<file path="config.mk">
export PLATFORM = sky130hd
export DESIGN_NAME = reg_file
export DESIGN_NICKNAME = d
export VERILOG_FILES = /design/src/verilog/rv_pkg.sv /design/src/verilog/reg_file.sv
export SDC_FILE = /design/constraint.sdc
export NUM_CORES = 1
export LEC_CHECK = 0
export ABC_AREA = 0
export BUFFER_PORTS_ARGS = -buffer_cell sky130_fd_sc_hd__buf_2
export CAP_MARGIN = 40
export CORE_AREA = 4 4 399 401
export DETAILED_ROUTE_END_ITERATION = 8
export DIE_AREA = 0 0 403 405
export SYNTH_ARGS = -nofsm -noshare
export SYNTH_HDL_FRONTEND = slang
export SYNTH_SLANG_ARGS = --single-unit
</file>
<file path="constraint.sdc">
create_clock -name clk -period 3.1 [get_ports clk]
set_input_delay 0.31 -clock clk [delete_from_list [all_inputs] [get_ports clk]]
set_output_delay 0.31 -clock clk [all_outputs]
set_load 0.005 [all_outputs]
</file>
<file path="src/verilog/rv_pkg.sv">
`default_nettype none

package rv_pkg;

    typedef logic [31:0] word_t;
    typedef logic [4:0] reg_addr_t;

    // Major opcodes, inst[6:0]
    typedef enum logic [6:0] {
        OPC_OP     = 7'b0110011,
        OPC_OP_IMM = 7'b0010011,
        OPC_LUI    = 7'b0110111,
        OPC_LOAD   = 7'b0000011,
        OPC_STORE  = 7'b0100011,
        OPC_BRANCH = 7'b1100011,
        OPC_JAL    = 7'b1101111,
        OPC_JALR   = 7'b1100111
    } opcode_e;

    typedef enum logic [3:0] {
        ALU_ADD,
        ALU_SUB,
        ALU_SLL,
        ALU_SLT,
        ALU_SLTU,
        ALU_XOR,
        ALU_SRL,
        ALU_SRA,
        ALU_OR,
        ALU_AND,
        ALU_PASS_B
    } alu_op_e;

    // Write-back source
    typedef enum logic [1:0] {
        WB_ALU,
        WB_MEM,
        WB_PC4
    } wb_sel_e;

    typedef struct packed {
        alu_op_e alu_op;
        logic a_is_pc;
        logic b_is_imm;
        logic reg_wen;
        wb_sel_e wb_sel;
        logic is_load;
        logic is_store;
        logic is_branch;
        logic is_jump;
        // Branch condition for BRANCH
        logic [2:0] funct3;
        reg_addr_t rd;
    } ctrl_t;

    // Decode to execute
    typedef struct packed {
        word_t pc;
        word_t rs1_val;
        word_t rs2_val;
        reg_addr_t rs1;
        reg_addr_t rs2;
        word_t imm;
        ctrl_t ctrl;
    } x_stage_t;

    // Execute to memory/writeback
    typedef struct packed {
        word_t pc;
        word_t alu;
        word_t store_data;
        ctrl_t ctrl;
    } mw_stage_t;

    // addi x0, x0, 0
    localparam word_t NOP_INST = 32'h0000_0013;

    // Control that NOP_INST decodes to, no writes and no redirect
    localparam ctrl_t NOP_CTRL = '{
        alu_op: ALU_ADD,
        a_is_pc: 1'b0,
        b_is_imm: 1'b1,
        reg_wen: 1'b0,
        wb_sel: WB_ALU,
        is_load: 1'b0,
        is_store: 1'b0,
        is_branch: 1'b0,
        is_jump: 1'b0,
        funct3: 3'b000,
        rd: 5'd0
    };

    // Memory map
    localparam word_t OUT_ADDR = 32'h8000_0008;
    localparam int DMEM_BASE_BIT = 28;

endpackage

`default_nettype wire
</file>
<file path="src/verilog/reg_file.sv">
`default_nettype none

module reg_file import rv_pkg::*; (
    input wire logic clk,
    input wire logic wen,
    input wire reg_addr_t wa,
    input wire word_t wd,
    input wire reg_addr_t ra1,
    input wire reg_addr_t ra2,
    output word_t rd1,
    output word_t rd2
);

    // No storage behind x0
    word_t regs [1:31];

    always_ff @(posedge clk) begin
        if (wen && wa != '0) begin
            regs[wa] <= wd;
        end
    end

    assign rd1 = (ra1 == '0) ? '0 : regs[ra1];
    assign rd2 = (ra2 == '0) ? '0 : regs[ra2];

endmodule

`default_nettype wire

</file>
### Yosys cells after proc, flatten, opt, wreduce, memory -nomap -nowiden

Memories as Yosys holds them, arrays and structs flattened.
Index checks and enable logic that the tools add are counted.

* multiplexer cells: 4
* reduce and logical (&&, ||, !) cells: 4

Operator list (number)
* 32-bit 2-to-1 mux: 2
* 5-bit logical NOT: 2
* 5-bit nonzero test: 1
* 1-bit 2-to-1 mux: 2
* 1-bit logical AND: 1

* memory bits (writable): 992
* memories kept: 1
* register bits: 0
* input bits: 49

Memories
* regs: depth 31, bits a word 32, rd ports 2, clocked after memory_dff 0, wr ports 1, RTL line reg_file.sv:15 `word_t regs [1:31];`

### Depth between registers and ports, before layout

* depth after elaboration: 4
* depth in mapped cells: 9
* mapped depth without buffers: 4

### Worst setup path after synthesis

OpenSTA, ideal clock, no wires.

* path kind: input port to flip-flop
* from: in wa[1]
* to: mem regs[12][0] in the netlist's numbering (enable)
* buffers on the path: 1
* required time: 2.679 ns
* slack: 0.370 ns
* library setup time: 0.421 ns
* data arrival time: 2.309 ns
* stages: 3
* cell sequence: or3b_2 > clkbuf_1 > nor2_1

* cells in the longest elaborated chain, start to end: 4

Ends and longest elaborated chain
* from (decl): RTL line reg_file.sv:6 `input wire reg_addr_t wa,`
* 5-bit nonzero test: RTL line reg_file.sv:18 `if (wen && wa != '0) begin`
* 1-bit logical AND: RTL line reg_file.sv:18
* 1-bit 2-to-1 mux: RTL line reg_file.sv:18
* 1-bit 2-to-1 mux (not written as such): RTL line reg_file.sv:19 `regs[wa] <= wd;`
* to (decl): RTL line reg_file.sv:15

Parallel ways exist; a longest one is shown, timed or not.

==> results.ini <==
[status]
status = finished clean

[logic_synthesis]
ys_types = 38
syn_area_um2 = 46490
ys_seq_elements = 992
yosys.area.top_type_share_pct = 64.08
syn_area_per_cell_um2 = 17.93
synth_top_area_cell = edfxtp_1
yosysSeqAreaShare_pct = 64.08
netlist_instances = 2593
synth_area_leaders = edfxtp_1 (64%), mux4_2 (16%), mux2i_1 (6.7%)
syn-num-nets = 2642
ys.warnings.count = 0

[timing]
rsz0062_at_grt = true
worst_pin_slew_ns = 0.9416
min_period_over_period_pct = 98.04
whs_ns = 0.08663
fmax_mhz = 329.0
setup_violations = 0
max-slew-margin-rel_pct = 36.93
slew_viol_final = 0
hold_violations = 0
period_needed_ns = 3.039
totalNegativeSetupSlack_ns = 0

[pwr]
p_int_w = 0.02297
sequentialPowerShare_pct = 50.1
comb_power_share_pct = 9.4
clock_power_share_pct = 40.4
total_power_w = 0.02991
swShare_pct = 23.18
p_leak_nw = 18.04
p_per_area_nw_per_um2 = 547.3
ir_worst_vdd_mv = 0.4382
switching_power_w = 0.006932

[detailed_routing]
wl_um = 150400
ant_nets = 0
first_pass_iters = 5
wl_per_cell_um = 30.24
routed_via_density = 5.620
route.detailed.drc = 0
vias = 27960
drt_iter0_drc = 3170

[global_routing]
grt_pass1_wl_um = 210700
grt_pass1_vias = 28180
grt_use_total_pct = 18.13
antenna_found_initial = 24
grt-ovfl-total = 0
grt_max_degree = 55

[clock_tree]
htreeDepth = 3
holdBufCountCts = 0
cts_tree = built
clockRootBuffer = clkbuf_16
numCtsBuffers = 101
postCtsSetupBuffers = 0
cts_buffer_depth = 3
path_clk_slew_ns = 0.06
cts_sinks = 992

[floorplan]
start_util_pct = 29.87
core_area_um2 = 155700
chipWidth_um = 403
dieHeight_um = 405
num_rows = 145
die_area_um2 = 163200
ioPinCount = 113

[placement]
gp_congestion = 0.8094
portBuffers = 112
hpwl_um = 90060

[cells_and_area]
syn2layout_area_growth_pct = 17.53
drive_above_1_share_pct = 30.75
top_register = regs
nNetsFinal = 2876
largest_reg_flops = 992
reg.largest.list = regs x992
final_util_pct = 35.10

[setup_path]
crit_path_start_kind = register
arrival_ns = 2.73
cp_cell_sequence = mux4_2, nor2b_1, a211o_1, a311o_1, buf_2
cpLargestDelayFamily = compound AO/OA/AOI/OAI gates
slowest_delay_ns = 0.52
critPathKind = register to output pin
cp.required_ns = 2.79
cp_num_buf_inv = 1
slowest_stage = a311o_1
path_max_fanout = 2
crit_path_end_kind = output pin

[run]
maxCapViolCount = 0

[hold_path]
hp-class = primary input to register

power by group through the flow:
stage | registers (W) | clock network [W] | logic [W]
2_1_floorplan | 0.0153 | 0 | 0.00156
3_3_place_gp | 0.0153 | 0 | 0.00281
3_5_place_dp | 0.0153 | 0 | 0.00282
4_1_cts | 0.0150 | 0.0123 | 0.00283
5_1_grt | 0.0150 | 0.0129 | 0.00298
6_report | 0.0150 | 0.0121 | 0.00282
synth_stat cells:
cell type / instances
edfxtp_1: 992
a311o_1: 31
a22o_1: 46
mux2i_1: 311
clkbuf_4: 2
o221ai_2: 1
inv_1: 1
clkbuf_1: 86
nor2b_1: 36
and3_1: 15
mux2_1: 6
nor3b_1: 1
a21oi_1: 66
buf_6: 20
a22oi_1: 94
nand2b_1: 2
nor4_1: 1
nor3_1: 2
or3_1: 1
buf_4: 20
o21ai_1: 15
buf_1: 10
nand3_1: 51
mux4_1: 10
nand4_1: 17
nand3b_1: 6
o21ai_0: 17
and2_1: 34
buf_12: 2
mux2_2: 28
mux4_2: 340
buf_2: 63
nor2_1: 114
a31oi_1: 15
or3b_2: 3
nand2_1: 86
a211o_1: 31
a211oi_1: 17
cells by family (layout without fill, tap and decap cells):
| kind of cell | count (synthesis) | in the layout | synth area share, % |
|---|---|---|---|
| AO/OA/AOI/OAI | 333 | 333 | 5.200 |
| buffers and inverters | 204 | 518 | 2.387 |
| flip-flops | 992 | 992 | 64.08 |
| multiplexers | 695 | 695 | 24.56 |
| other | 0 | 10 | 0 |
| AND/OR/NAND/NOR | 369 | 369 | 3.781 |
metal layers:
metal	vias up	GRT usage [%]	share of wire [%]
li1	11360	-	-
met1	14730	23.39	39
met2	1553	28.91	47
met3	308	5.583	11
met4	18	6.517	3.7
met5	-	0	0.078
stage by stage:
stage / setup slack (ns) / instance area [um2] / std cells
floorplan: 0.3701 / 46490 / 2593
global placement: 0.2304 / 51360 / 4782
detailed placement: 0.2372 / 51360 / 4782
CTS: 0.02257 / 54610 / 4965
global route: -0.08475 / 54620 / 4968
finish: 0.06063 / 54640 / 4975
cells in the final DEF, fill, tap and decap left out, types with 67 or more instances in the layout:
cell,synthesis,routed
a22oi_1,94,94
buf_12,2,67
buf_2,63,105
buf_4,20,157
clkbuf_16,0,102
edfxtp_1,992,992
mux2i_1,311,311
mux4_2,340,340
nand2_1,86,85
nor2_1,114,81
final timing paths:
path                               start               endpoint  cells past startpoint
setup / recovery  regs[22][27]$_DFFE_PP_                rd1[27]                      5
hold / removal                     wd[2]  regs[18][2]$_DFFE_PP_                      1
repair_timing:
item	in CTS	in global routing
resized for setup	0	1
endpoints found under the setup margin	0	1
hold endpoints to repair	0	0
cell type report:
cell class	instances	area (um2)
fill	14580	101000
inverter	1	3.754
timing repair buffer	334	3115
clock inverter	66	639.4
clock buffer	117	2609
multi-input combinational	1397	15880
tap	2058	2575
antenna	10	25.02
sequential	992	29790
(Power assumes the default switching activity.)
