[src/verilog/rv_pkg.sv]
`default_nettype none

package rv_pkg;

    typedef logic [31:0] word_t;
    typedef logic [4:0] reg_addr_t;

    // Major opcodes, inst[6:0]
    typedef enum logic [6:0] {
        OPC_OP     = 7'b0110011,
        OPC_OP_IMM = 7'b0010011,
        OPC_LUI    = 7'b0110111,
        OPC_LOAD   = 7'b0000011,
        OPC_STORE  = 7'b0100011,
        OPC_BRANCH = 7'b1100011,
        OPC_JAL    = 7'b1101111,
        OPC_JALR   = 7'b1100111
    } opcode_e;

    typedef enum logic [3:0] {
        ALU_ADD,
        ALU_SUB,
        ALU_SLL,
        ALU_SLT,
        ALU_SLTU,
        ALU_XOR,
        ALU_SRL,
        ALU_SRA,
        ALU_OR,
        ALU_AND,
        ALU_PASS_B
    } alu_op_e;

    // Write-back source
    typedef enum logic [1:0] {
        WB_ALU,
        WB_MEM,
        WB_PC4
    } wb_sel_e;

    typedef struct packed {
        alu_op_e alu_op;
        logic a_is_pc;
        logic b_is_imm;
        logic reg_wen;
        wb_sel_e wb_sel;
        logic is_load;
        logic is_store;
        logic is_branch;
        logic is_jump;
        // Branch condition for BRANCH
        logic [2:0] funct3;
        reg_addr_t rd;
    } ctrl_t;

    // Decode to execute
    typedef struct packed {
        word_t pc;
        word_t rs1_val;
        word_t rs2_val;
        reg_addr_t rs1;
        reg_addr_t rs2;
        word_t imm;
        ctrl_t ctrl;
    } x_stage_t;

    // Execute to memory/writeback
    typedef struct packed {
        word_t pc;
        word_t alu;
        word_t store_data;
        ctrl_t ctrl;
    } mw_stage_t;

    // addi x0, x0, 0
    localparam word_t NOP_INST = 32'h0000_0013;

    // Control that NOP_INST decodes to, no writes and no redirect
    localparam ctrl_t NOP_CTRL = '{
        alu_op: ALU_ADD,
        a_is_pc: 1'b0,
        b_is_imm: 1'b1,
        reg_wen: 1'b0,
        wb_sel: WB_ALU,
        is_load: 1'b0,
        is_store: 1'b0,
        is_branch: 1'b0,
        is_jump: 1'b0,
        funct3: 3'b000,
        rd: 5'd0
    };

    // Memory map
    localparam word_t OUT_ADDR = 32'h8000_0008;
    localparam int DMEM_BASE_BIT = 28;

endpackage

`default_nettype wire
[src/verilog/decode_stage.sv]
`default_nettype none

module decode_stage import rv_pkg::*; (
    input wire logic clk,
    input wire logic rst,
    input wire logic stall,
    input wire logic flush,
    input wire word_t pc,
    input wire word_t inst,
    input wire logic wb_wen,
    input wire reg_addr_t wb_rd,
    input wire word_t wb_val,
    output reg_addr_t rs1_addr,
    output reg_addr_t rs2_addr,
    input wire word_t rs1_data,
    input wire word_t rs2_data,
    output x_stage_t x_out
);

    // Shared by OP and OP_IMM, sub only exists for OP
    function automatic alu_op_e alu_from_funct3(input logic [2:0] f3, input logic alt,
                                                input logic allow_sub);
        alu_op_e op;
        case (f3)
            3'b000: op = (alt && allow_sub) ? ALU_SUB : ALU_ADD;
            3'b001: op = ALU_SLL;
            3'b010: op = ALU_SLT;
            3'b011: op = ALU_SLTU;
            3'b100: op = ALU_XOR;
            3'b101: op = alt ? ALU_SRA : ALU_SRL;
            3'b110: op = ALU_OR;
            default: op = ALU_AND;
        endcase
        return op;
    endfunction

    opcode_e opcode;
    ctrl_t ctrl;
    word_t imm;
    x_stage_t x_next;

    assign opcode = opcode_e'(inst[6:0]);
    assign rs1_addr = inst[19:15];
    assign rs2_addr = inst[24:20];

    always_comb begin
        ctrl = NOP_CTRL;
        ctrl.funct3 = inst[14:12];
        ctrl.rd = inst[11:7];
        // I format by default
        imm = {{20{inst[31]}}, inst[31:20]};
        case (opcode)
            OPC_OP: begin
                ctrl.alu_op = alu_from_funct3(inst[14:12], inst[30], 1'b1);
                ctrl.b_is_imm = 1'b0;
                ctrl.reg_wen = 1'b1;
            end
            OPC_OP_IMM: begin
                ctrl.alu_op = alu_from_funct3(inst[14:12], inst[30], 1'b0);
                ctrl.reg_wen = 1'b1;
            end
            OPC_LUI: begin
                ctrl.alu_op = ALU_PASS_B;
                ctrl.reg_wen = 1'b1;
                imm = {inst[31:12], 12'b0};
            end
            OPC_LOAD: begin
                ctrl.reg_wen = 1'b1;
                ctrl.wb_sel = WB_MEM;
                ctrl.is_load = 1'b1;
            end
            OPC_STORE: begin
                ctrl.is_store = 1'b1;
                imm = {{20{inst[31]}}, inst[31:25], inst[11:7]};
            end
            OPC_BRANCH: begin
                ctrl.is_branch = 1'b1;
                ctrl.b_is_imm = 1'b0;
                imm = {{19{inst[31]}}, inst[31], inst[7], inst[30:25], inst[11:8], 1'b0};
            end
            OPC_JAL: begin
                // ALU forms pc + imm, which is the target
                ctrl.a_is_pc = 1'b1;
                ctrl.reg_wen = 1'b1;
                ctrl.wb_sel = WB_PC4;
                ctrl.is_jump = 1'b1;
                imm = {{11{inst[31]}}, inst[31], inst[19:12], inst[20], inst[30:21], 1'b0};
            end
            OPC_JALR: begin
                ctrl.reg_wen = 1'b1;
                ctrl.wb_sel = WB_PC4;
                ctrl.is_jump = 1'b1;
            end
            default: begin
                ctrl = NOP_CTRL;
            end
        endcase
        // Writes to x0 are dropped here, so later stages never match on it
        if (ctrl.rd == '0) begin
            ctrl.reg_wen = 1'b0;
        end
    end

    always_comb begin
        x_next.pc = pc;
        x_next.rs1 = rs1_addr;
        x_next.rs2 = rs2_addr;
        x_next.imm = imm;
        x_next.ctrl = ctrl;
        // Same-cycle write-back bypass
        x_next.rs1_val = (wb_wen && wb_rd != '0 && wb_rd == rs1_addr) ? wb_val : rs1_data;
        x_next.rs2_val = (wb_wen && wb_rd != '0 && wb_rd == rs2_addr) ? wb_val : rs2_data;
    end

    // Stall wins over flush so a held branch keeps its redirect
    always_ff @(posedge clk) begin
        if (rst) begin
            x_out.ctrl <= NOP_CTRL;
        end else if (!stall) begin
            x_out <= x_next;
            if (flush) begin
                x_out.ctrl <= NOP_CTRL;
            end
        end
    end

endmodule

`default_nettype wire

[config.mk]
export PLATFORM = sky130hd
export DESIGN_NAME = decode_stage
export DESIGN_NICKNAME = d
export VERILOG_FILES = /design/src/verilog/rv_pkg.sv /design/src/verilog/decode_stage.sv
export SDC_FILE = /design/constraint.sdc
export NUM_CORES = 1
export LEC_CHECK = 0
export BUFFER_PORTS_ARGS = -buffer_cell sky130_fd_sc_hd__buf_2
export CORE_AREA = 2 2 131 133
export CTS_CLUSTER_SIZE = 14
export DETAILED_ROUTE_END_ITERATION = 8
export DIE_AREA = 0 0 133 135
export PLACE_DENSITY = 0.75
export SLEW_MARGIN = 25
export SYNTH_ARGS = -nofsm -noshare
export SYNTH_HDL_FRONTEND = slang
export SYNTH_SLANG_ARGS = --single-unit
[constraint.sdc]
create_clock -name clk -period 6.5 [get_ports clk]
set_input_delay 0.325 -clock clk [delete_from_list [all_inputs] [get_ports clk]]
set_output_delay 0.325 -clock clk [all_outputs]
set_load 0.05 [all_outputs]
# After elaboration in Yosys (flattened, before gate mapping)
# Cells that the tools add are included.
# totals
register_bits	159
input_bits	170
output_inout_bits	169
word_cells	65
# classes
n_eq_ne	16
n_mux	19
bitwise_logic	2
n_reduce_logical	11
# op_table
cell	count
31-bit one-hot mux with 4 select lines	1
32-bit two-way mux	2
4-bit one-hot mux with 7 select lines	2
7-bit by 6-bit == test with 1-bit output, second input constant	3
7-bit == test, second input constant	3
21-bit two-way mux	1
4-bit one-hot mux with 3 select lines	1
5-bit == test	2
1-bit two-way mux	10
3-bit == test, second input constant	3
8-bit two-way mux	1
8-bit OR reduction	1
7-bit by 2-bit == test with 1-bit output, second input constant	1
7-bit by 5-bit == test with 1-bit output, second input constant	1
3-bit by 2-bit == test with 1-bit output, second input constant	2
6-bit OR reduction	1
5-bit logical NOT	1
5-bit nonzero test	1
2-bit one-hot mux with 2 select lines	1
2-bit OR reduction	2
3-bit by 1-bit == test with 1-bit output, second input constant	1
1-bit logical AND	3
3-bit logical NOT	1
1-bit NOT	2
2-bit AND reduction	1

# Longest topological paths before layout
# Gate-level depths: netlist of the first run.
# logic_depth
ltp_word	6
ltp_mapped	6
depth_no_buf	4

# Worst setup path after synthesis of the first run
# No wires, ideal clock.
# synth_timing
path_kind	in2reg
from	input port stall
to	register x_out[100] (netlist bit), enable pin
setup_time_ns	0.638
arrival_ns	6.275
t_required_ns	5.862
slack_ns	-0.412
path_stages	2
path_buffers	1
path_cell_list	clkbuf_1 > nor2_1
# synth_between
elab_chain_cells	2
# synth_lines
element	line_no	rtl
start, declared	decode_stage.sv:6	input wire logic stall,
1-bit NOT (no line)	--	
2-bit AND reduction (no line)	--	
end signal, assigned	decode_stage.sv:120	x_out <= x_next;
end, declared	decode_stage.sv:17	output x_stage_t x_out
# Every way passes these cells.
# A chain may end at the register's enable or synchronous reset.

# Final worst setup path of the first run
# layout_timing
from	input port stall
to	register x_out[39] (netlist bit), enable pin
# Same word-level chain as after synthesis.

==> results.md, run 1 <==
* CTS Buf Count at 17
* Fin nets at 906
* Critical Path Fanout Max at 90
* CTS tree: done
* Worst setup path endpoint: x_out[39]$_DFFE_PP_
* FP Rows at 47
* Worst Path Buf+Inv at 3
* Rel. slew slack at 0.410
* Io pins at 339
* Post-route ant nets at 0
* WHS at 0.0826 ns
* Final Non-Filler Cells at 972
* Vias in the first global route at 4655
* Clk_skew at 0 ns
* Initial DRC Count at 246
* Max FFs per register at 158
* Period utilization at 0.293
* Setup TNS after final layout at 0 ns
* Avg Vias per Cell at between 4 and 5
* Clk Tree Root Cell: clkbuf_16
* Slowest stage delay, CP at 0.66 ns
* Max Cap Viol at 0
* Worst slew pin tran at 0.884 ns
* Layout area overhead at 35.9%
* Dpl cells at 937
* Routed wire length at ~18000 µm
* Final Hold Vio Count at 0
* Chip width at 133 µm
* Sequential area share after synthesis at 0.679
* Die area at 18000 µm²
* Setup slack, reg-to-reg at approximately 5.7 ns
* First-pass GRT wire length at 26400 µm
* CP top delay family: buffers and inverters
* Largest net degree at the start of global routing at 91
* Depth of the CTS H-tree at 4
* FF-to-FF path depth at 2
* Number of synthesized flops with an enable pin at between 100 and 150
* Yosys reg bits at 158
* Hold buffer count at cts at 0
* Core Region at 16400 µm²
* # DRC at 0
* CTS Sinks at 158
* Most frequent cells in the layout: buf_2 (338), edfxtp_1 (138), mux2_4 (60), nand2_1 (24), a21o_1 (21)
* Placer Congestion at a little over 0.8
* Static leakage at 3.94 nW
* Crit path from: stall
* Final setup fails at 0
* Hold depth at 1
* Startpoint types: input pin
* Power density over the cells at 288 nW/µm²
* Commonest non-fill, non-tap cell in the layout: buf_2
* Worst-Skew Late Latency at approximately 0.42 ns
* Top reg by flops: x_out
* Main synth FF type: edfxtp_1
* Worst-path clk slew at approximately 0.06 ns
* Unrepaired setup endpoints after global routing: false
* Pre-antenna DRT Iters at 4
* GRT overflow at 0
* Initial antenna violation count at 1
* Global Route Usage Sum at 0.199
* WL/cell at 18.9 µm
* Reg-to-Reg Start: x_out[18]$_SDFFE_PP0N_
* F_max at 0.525 GHz
* RR Endpoint: x_out[18]$_SDFFE_PP0N_
* WS Path Type: input pin to register
* Netlist cell types at 47
* Mapped Avg Cell Area at 16.5 µm²
* Hpwl dp at 13700 µm
* Longest Clk Path Bufs at 2
* Slew Limit Fails at 0
* Setup Buffers After CTS at 0
* CP Cell Sequence: buf_2 > nor2_4 > buf_4 > buf_6
* Critical path depth at 4
* Cell area after synthesis at between 6000 and 7000 µm²
* Biggest regs: x_out: 158 flops
* Worst vdd ir at 180 µV
* Worst path required time at 6.54 ns
* Vias at 4770
* Post-Syn Nets at 576
* IO Port Bufs at approximately 340
* Die height at 135 µm
* Warnings, synthesis at 0
* Share of cells above drive strength 1 at 0.601
* Status: finished, final reports clean
* Arr. time, crit path at just under 2 ns
* Async SR Flop Fraction at 0
* Hold crit path type: input pin to register
* Starting Density at 0.408
* Crit. End Element: register
* Crit-path slowest cell: buf_6
* Mapped Cells at just over 400
* Post-CTS resize count at 0
* Fin crit period at 1.91 ns
## cell type report
cell class | count | area [µm²]
diodes | 3 | 7.51
clock buffers | 17 | 425
clock inverters | 15 | 158
fillers | 1384 | 7310
inverters | 3 | 11.3
multi-input cells | 213 | 1950
flip-flops and latches | 158 | 4540
well taps | 220 | 275
repair buffers | 343 | 1730
## Yosys cell counts, drive strengths merged, types with 2 or more instances
| library cell | count | share of area |
|---|---|---|
| a21o | 21 | 0.024 |
| a21oi | 7 | 0.0069 |
| a22o | 5 | 0.0065 |
| a22oi | 2 | 0.0022 |
| a32oi | 3 | 0.0039 |
| and3 | 2 | 0.0019 |
| buf | 21 | 0.025 |
| clkbuf | 11 | 0.0062 |
| dfxtp | 20 | 0.060 |
| edfxtp | 138 | 0.62 |
| inv | 3 | 0.0017 |
| mux2 | 64 | 0.14 |
| nand2 | 24 | 0.013 |
| nand2b | 4 | 0.0037 |
| nand3b | 2 | 0.0022 |
| nand4 | 5 | 0.0047 |
| nor2 | 13 | 0.0084 |
| nor2b | 11 | 0.010 |
| nor3 | 2 | 0.0015 |
| nor4 | 5 | 0.010 |
| o21ai | 15 | 0.011 |
| or3b | 2 | 0.0026 |
| or4 | 2 | 0.0028 |
| xnor2 | 6 | 0.0078 |
| xor2 | 5 | 0.0065 |
## through the flow
| stage | setup WS (ns) | instance area, µm² | utilization | power, mW |
|---|---|---|---|---|
| floorplan | 1.93 | 6700 | - | 1.53 |
| finish | 4.59 | 9100 | 0.555 | 2.62 |
| global placement | 3.93 | 8510 | 0.518 | 1.66 |
| global route | 4.48 | 9090 | 0.554 | 2.70 |
| CTS | 4.61 | 9090 | 0.554 | 2.64 |
| detailed placement | 4.16 | 8510 | 0.519 | 1.67 |
## how the worst min path moves through the flow
| stage | from | endpoint | slack, ns |
|---|---|---|---|
| 2_1_floorplan | rst | x_out[15]$_SDFFE_PP1N_ | 0.41 |
| 3_3_place_gp | x_out[14]$_SDFFE_PP0N_ | x_out[14]$_SDFFE_PP0N_ | 0.43 |
| 3_5_place_dp | x_out[5]$_SDFFE_PP0N_ | x_out[5]$_SDFFE_PP0N_ | 0.45 |
| 4_1_cts | pc[27] | x_out[154]$_DFFE_PP_ | 0.06 |
| 5_1_grt | pc[4] | x_out[131]$_DFFE_PP_ | 0.06 |
| 6_report | pc[18] | x_out[145]$_DFFE_PP_ | 0.08 |
## worst register-to-register path: stages, from the launching register on
cell,delay [ns]
dfxtp_1,0.32
a222oi_1,0.32
nor2_1,0.07
## metal layers
metal,global-route usage,routed length [µm],up-vias,share of wire
met5,0,0,-,0
li1,-,-,2203,-
met2,0.355,9580,218,0.52
met4,0.0878,613,0,0.033
met3,0.0559,1220,41,0.067
met1,0.222,6930,2308,0.38
## power breakdown
group          total [mW]  switching, mW  leakage, nW  internal [mW]
Sequential           1.18         0.0129         1.46           1.17
Combinational       0.460          0.333         2.20          0.127
Clock               0.978          0.409        0.278          0.570
Total                2.62          0.754         3.94           1.87
## cell families after synthesis
| family | after synthesis | share of synthesized area |
|---|---|---|
| buffers and inverters | 35 | 0.0329 |
| XOR/XNOR | 11 | 0.0144 |
| AO/OA/AOI/OAI | 60 | 0.0637 |
| flip-flops | 158 | 0.679 |
| multiplexers | 65 | 0.143 |
| AND/OR/NAND/NOR | 77 | 0.0676 |
Note: power is estimated with default switching activity, not from simulation.
==> run 2: changes to the inputs <==
--- a/config.mk
+++ b/config.mk
@@ -5,6 +5,7 @@
 export SDC_FILE = /design/constraint.sdc
 export NUM_CORES = 1
 export LEC_CHECK = 0
+export ABC_AREA = 1
 export BUFFER_PORTS_ARGS = -buffer_cell sky130_fd_sc_hd__buf_2
 export CORE_AREA = 2 2 131 133
 export CTS_CLUSTER_SIZE = 14
==> constraint.sdc (replaced) <==
create_clock -name clk -period 1.62 [get_ports clk]
set_input_delay 0.081 -clock clk [delete_from_list [all_inputs] [get_ports clk]]
set_output_delay 0.081 -clock clk [all_outputs]
set_load 0.05 [all_outputs]
==> run 2 against run 1 <==
Net effect: final cell count up 30%; synthesized cell count up 36%; worst setup slack worse by 4.6 ns; sequential cell count unchanged; combinational power rose to 4.6 times the previous value; clock power rose to 3.7 times the previous value; power rose to 4.0 times the previous value; cell area up 14%; critical path type unchanged; largest power group unchanged; highest routed layer unchanged.
==> results.md, run 2 <==
* Power density over the cells at 1010 nW/µm² (+250%)
* Worst-Skew Late Latency at 0.41 ns (about the same)
* FF-to-FF path depth at 4 (+2)
* Clk Tree Root Cell: clkbuf_16
* Synth Area in Adders at 0 (unchanged)
* Arr. time, crit path at 1.74 ns (-0.20 ns)
* Worst path required time at 1.78 ns (-4.76 ns)
* Final Core Density at 0.633 (+0.0779)
* Die area at 18000 µm² (unchanged)
* Final instance area at 10400 µm² (+14%)
* Final Hold Vio Count at 0 (unchanged)
* Starting Density at 0.404 (-0.00404)
* Hpwl dp at 14300 µm (+4.3%)
* Number of synthesized flops with an enable pin at 138 (unchanged)
* IO Port Bufs at 338 (unchanged)
* CP Cell Sequence: buf_2 > xor2_1 > nor4_4 > nand3_4 > buf_12 > nand2_1 > o21ai_1 > dlygate4sd3_1
* RR Endpoint: x_out[18]$_SDFFE_PP0N_
* Largest family of logic cells by synthesized area: simple AND/OR/NAND/NOR gates
* F_max at 0.631 GHz
* Setup slack, reg-to-reg at 0.88 ns (-4.80 ns)
* Hold crit path type: input pin to register
* Max Cap Viol at 0 (unchanged)
* Pre-antenna DRT Iters at 4 (unchanged)
* Post-Syn Nets at 723 (+26%)
* Share of cells above drive strength 1 at 0.426 (-0.174)
* Status: finished, final reports clean
* Area leader, netlist: edfxtp_1
* Biggest regs: x_out: 158 flops
* Worst-path clk slew at 0.06 ns (about the same)
* # DRC at 0 (unchanged)
* Io pins at 339 (unchanged)
* Vias in the first global route at 6057 (+30%)
* Crit. End Element: register
* Post-Synth Simple-Gate Area at 0.125 (+0.0577)
* Unrepaired setup endpoints after global routing: true
* Async SR Flop Fraction at 0 (unchanged)
* Core Region at 16400 µm² (unchanged)
* CP top delay family: buffers and inverters
* Setup TNS after final layout at 0 ns (unchanged)
* Reg-to-Reg Start: x_out[18]$_SDFFE_PP0N_
* Mapped Cells at 553 (+36%)
* Max FFs per register at 158 (unchanged)
* Xor and xnor area share after synthesis at 0.0132 (-0.00118)
* Vias at 6012 (+26%)
* Main synth FF type: edfxtp_1
* Initial DRC Count at 310 (+26%)
* Largest net degree at the start of global routing at 72 (-21%)
* Die height at 135 µm (unchanged)
* Routed wire length at 21100 µm (+15%)
* Commonest non-fill, non-tap cell in the layout: buf_2
* Post-synthesis compound-gate area fraction at 0.106 (+0.0425)
* Slew Limit Fails at 0 (unchanged)
* Slowest stage delay, CP at 0.57 ns (-0.09 ns)
* WL/cell at 16.8 µm (-11%)
* Most frequent cells in the layout: buf_2 (338), edfxtp_1 (138), nand2_1 (126), dlygate4sd3_1 (121), inv_1 (55)
* Static leakage at 4.71 nW (+20%)
* FP Rows at 47 (unchanged)
* Critical Path Fanout Max at 26 (-71%)
* Rel. slew slack at 0.696 (+0.286)
* Top-count cell post-synth: edfxtp_1
* Initial antenna violation count at 1 (unchanged)
* Top reg by flops: x_out
* CTS Sinks at 158 (unchanged)
* Placer Congestion at 0.961 (+17%)
* Mapped Avg Cell Area at 12.0 µm² (-27%)
* Crit-path slowest cell: dlygate4sd3_1
* Worst Min Path Start: wb_val[14]
* DP Area at 8610 µm² (+1.2%)
* Fin crit period at approximately 1.6 ns
* Worst Path Buf+Inv at 3 (unchanged)
* Final setup fails at 0 (unchanged)
* Layout area overhead at 56.5%
* Power Total at 10.5 mW (+300%)
* Startpoint types: input pin
* Post-synth top area share at 0.625 (+0.00619)
* Yosys reg bits at 158 (unchanged)
* Worst vdd ir at 663 µV (+270%)
* Cell area after synthesis at 6630 µm² (-0.99%)
* Sequential area share after synthesis at 0.685 (+0.00679)
* Crit path from: inst[21]
* Synth area leaders: edfxtp_1 (63%), nand2_1 (7.1%), dfxtp_1 (6.0%)
* Post-synth top cells: edfxtp_1 (138), nand2_1 (126), inv_1 (55)
* Worst slew pin tran at 0.454 ns (-0.430 ns)
* GRT overflow at 0 (unchanged)
* Avg Vias per Cell at 4.77 (-2.8%)
* Fin nets at 1196 (+32%)
* Clk_skew at 0 ns (unchanged)
* CTS tree: done
* Warnings, synthesis at 0 (unchanged)
* Period utilization at 0.979
* Chip width at 133 µm (unchanged)
* CTS Buf Count at 17 (unchanged)
* Post-route ant nets at 0 (unchanged)
* Worst setup path endpoint: x_out[63]$_DFFE_PP_
* Netlist cell types at 33 (-30%)
* WS Path Type: input pin to register
* Longest Clk Path Bufs at 2 (unchanged)
* Depth of the CTS H-tree at 4 (unchanged)
* Critical path depth at 8 (+4)
* Global Route Usage Sum at 0.231 (+0.0327)
* Multiplexer share of the synthesized area at 0 (-0.143)
* First-pass GRT wire length at 31800 µm (+20%)
[run 2: changes by cell type after synthesis, moves of 13 or more]
cell / previous run / this run
nor2_1: 12 / 27
mux2_4: 60 / 0
nand2_1: 24 / 126
nand3_1: 1 / 14
a21o_1: 21 / 0
o21ai_2: 0 / 29
a21oi_1: 6 / 22
inv_1: 3 / 55
o21ai_1: 0 / 41
[run 2: logic make-up (layout without fill, tap and decap cells)]
logic type | Yosys count | count (layout)
AND/OR/NAND/NOR | 185 | 185
flip-flops | 158 | 158
AO/OA/AOI/OAI | 112 | 112
buffers and inverters | 88 | 574
XOR/XNOR | 10 | 10
other | 0 | 1
[run 2: timing repair]
item                                    4_1_cts  5_1_grt
endpoints found under the setup margin        0        3
resized for setup                             0        1
endpoints found under the hold margin       118        0
hold buffers                                121        0
setup buffers                                 0        1
[run 2: how the worst min path moves through the flow]
stage                       endpoint  depth (start not counted)
6_report         x_out[77]$_DFFE_PP_                          3
3_5_place_dp    x_out[144]$_DFFE_PP_                          1
2_1_floorplan   x_out[127]$_DFFE_PP_                          0
3_3_place_gp    x_out[139]$_DFFE_PP_                          1
5_1_grt        x_out[4]$_SDFFE_PP0N_                          3
4_1_cts          x_out[90]$_DFFE_PP_                          3
[run 2: layout make-up]
cell class              count  area, µm²
repair buffers            483       3160
flip-flops and latches    158       4540
well taps                 220        275
multi-input cells         307       1640
diodes                      1       2.50
clock inverters            15        113
clock buffers              17        425
fillers                  1229       6030
inverters                  59        221
[run 2: where the power goes]
group / switching, mW / internal [mW] / total, mW
Clock: 1.65 / 1.97 / 3.62
Sequential: 0.0647 / 4.71 / 4.77
Combinational: 1.48 / 0.649 / 2.13
Total: 3.19 / 7.33 / 10.5
[run 2: metal layers]
metal | vias to the layer above | track usage | wire length, µm
met3 | 54 | 0.0649 | 1610
met5 | - | 0 | 0
met4 | 0 | 0.103 | 735
li1 | 2838 | - | -
met2 | 320 | 0.425 | 11200
met1 | 2800 | 0.248 | 7610
[run 2: worst register-to-register path, cell delays in order (launching register included)]
cell	delay [ns]
dfxtp_1	0.31
nand2_1	0.06
o21ai_0	0.08
a21oi_1	0.13
nor2_1	0.05
[run 2: stage by stage]
stage	worst slack, ns	instances	hold WS (ns)
detailed placement	0.00388	1105	0.259
global route	-0.0122	1260	0.0114
global placement	0.0496	1105	0.258
CTS	0.0257	1258	0.00383
floorplan	-1.07	553	0.180
finish	0.0341	1260	0.0249
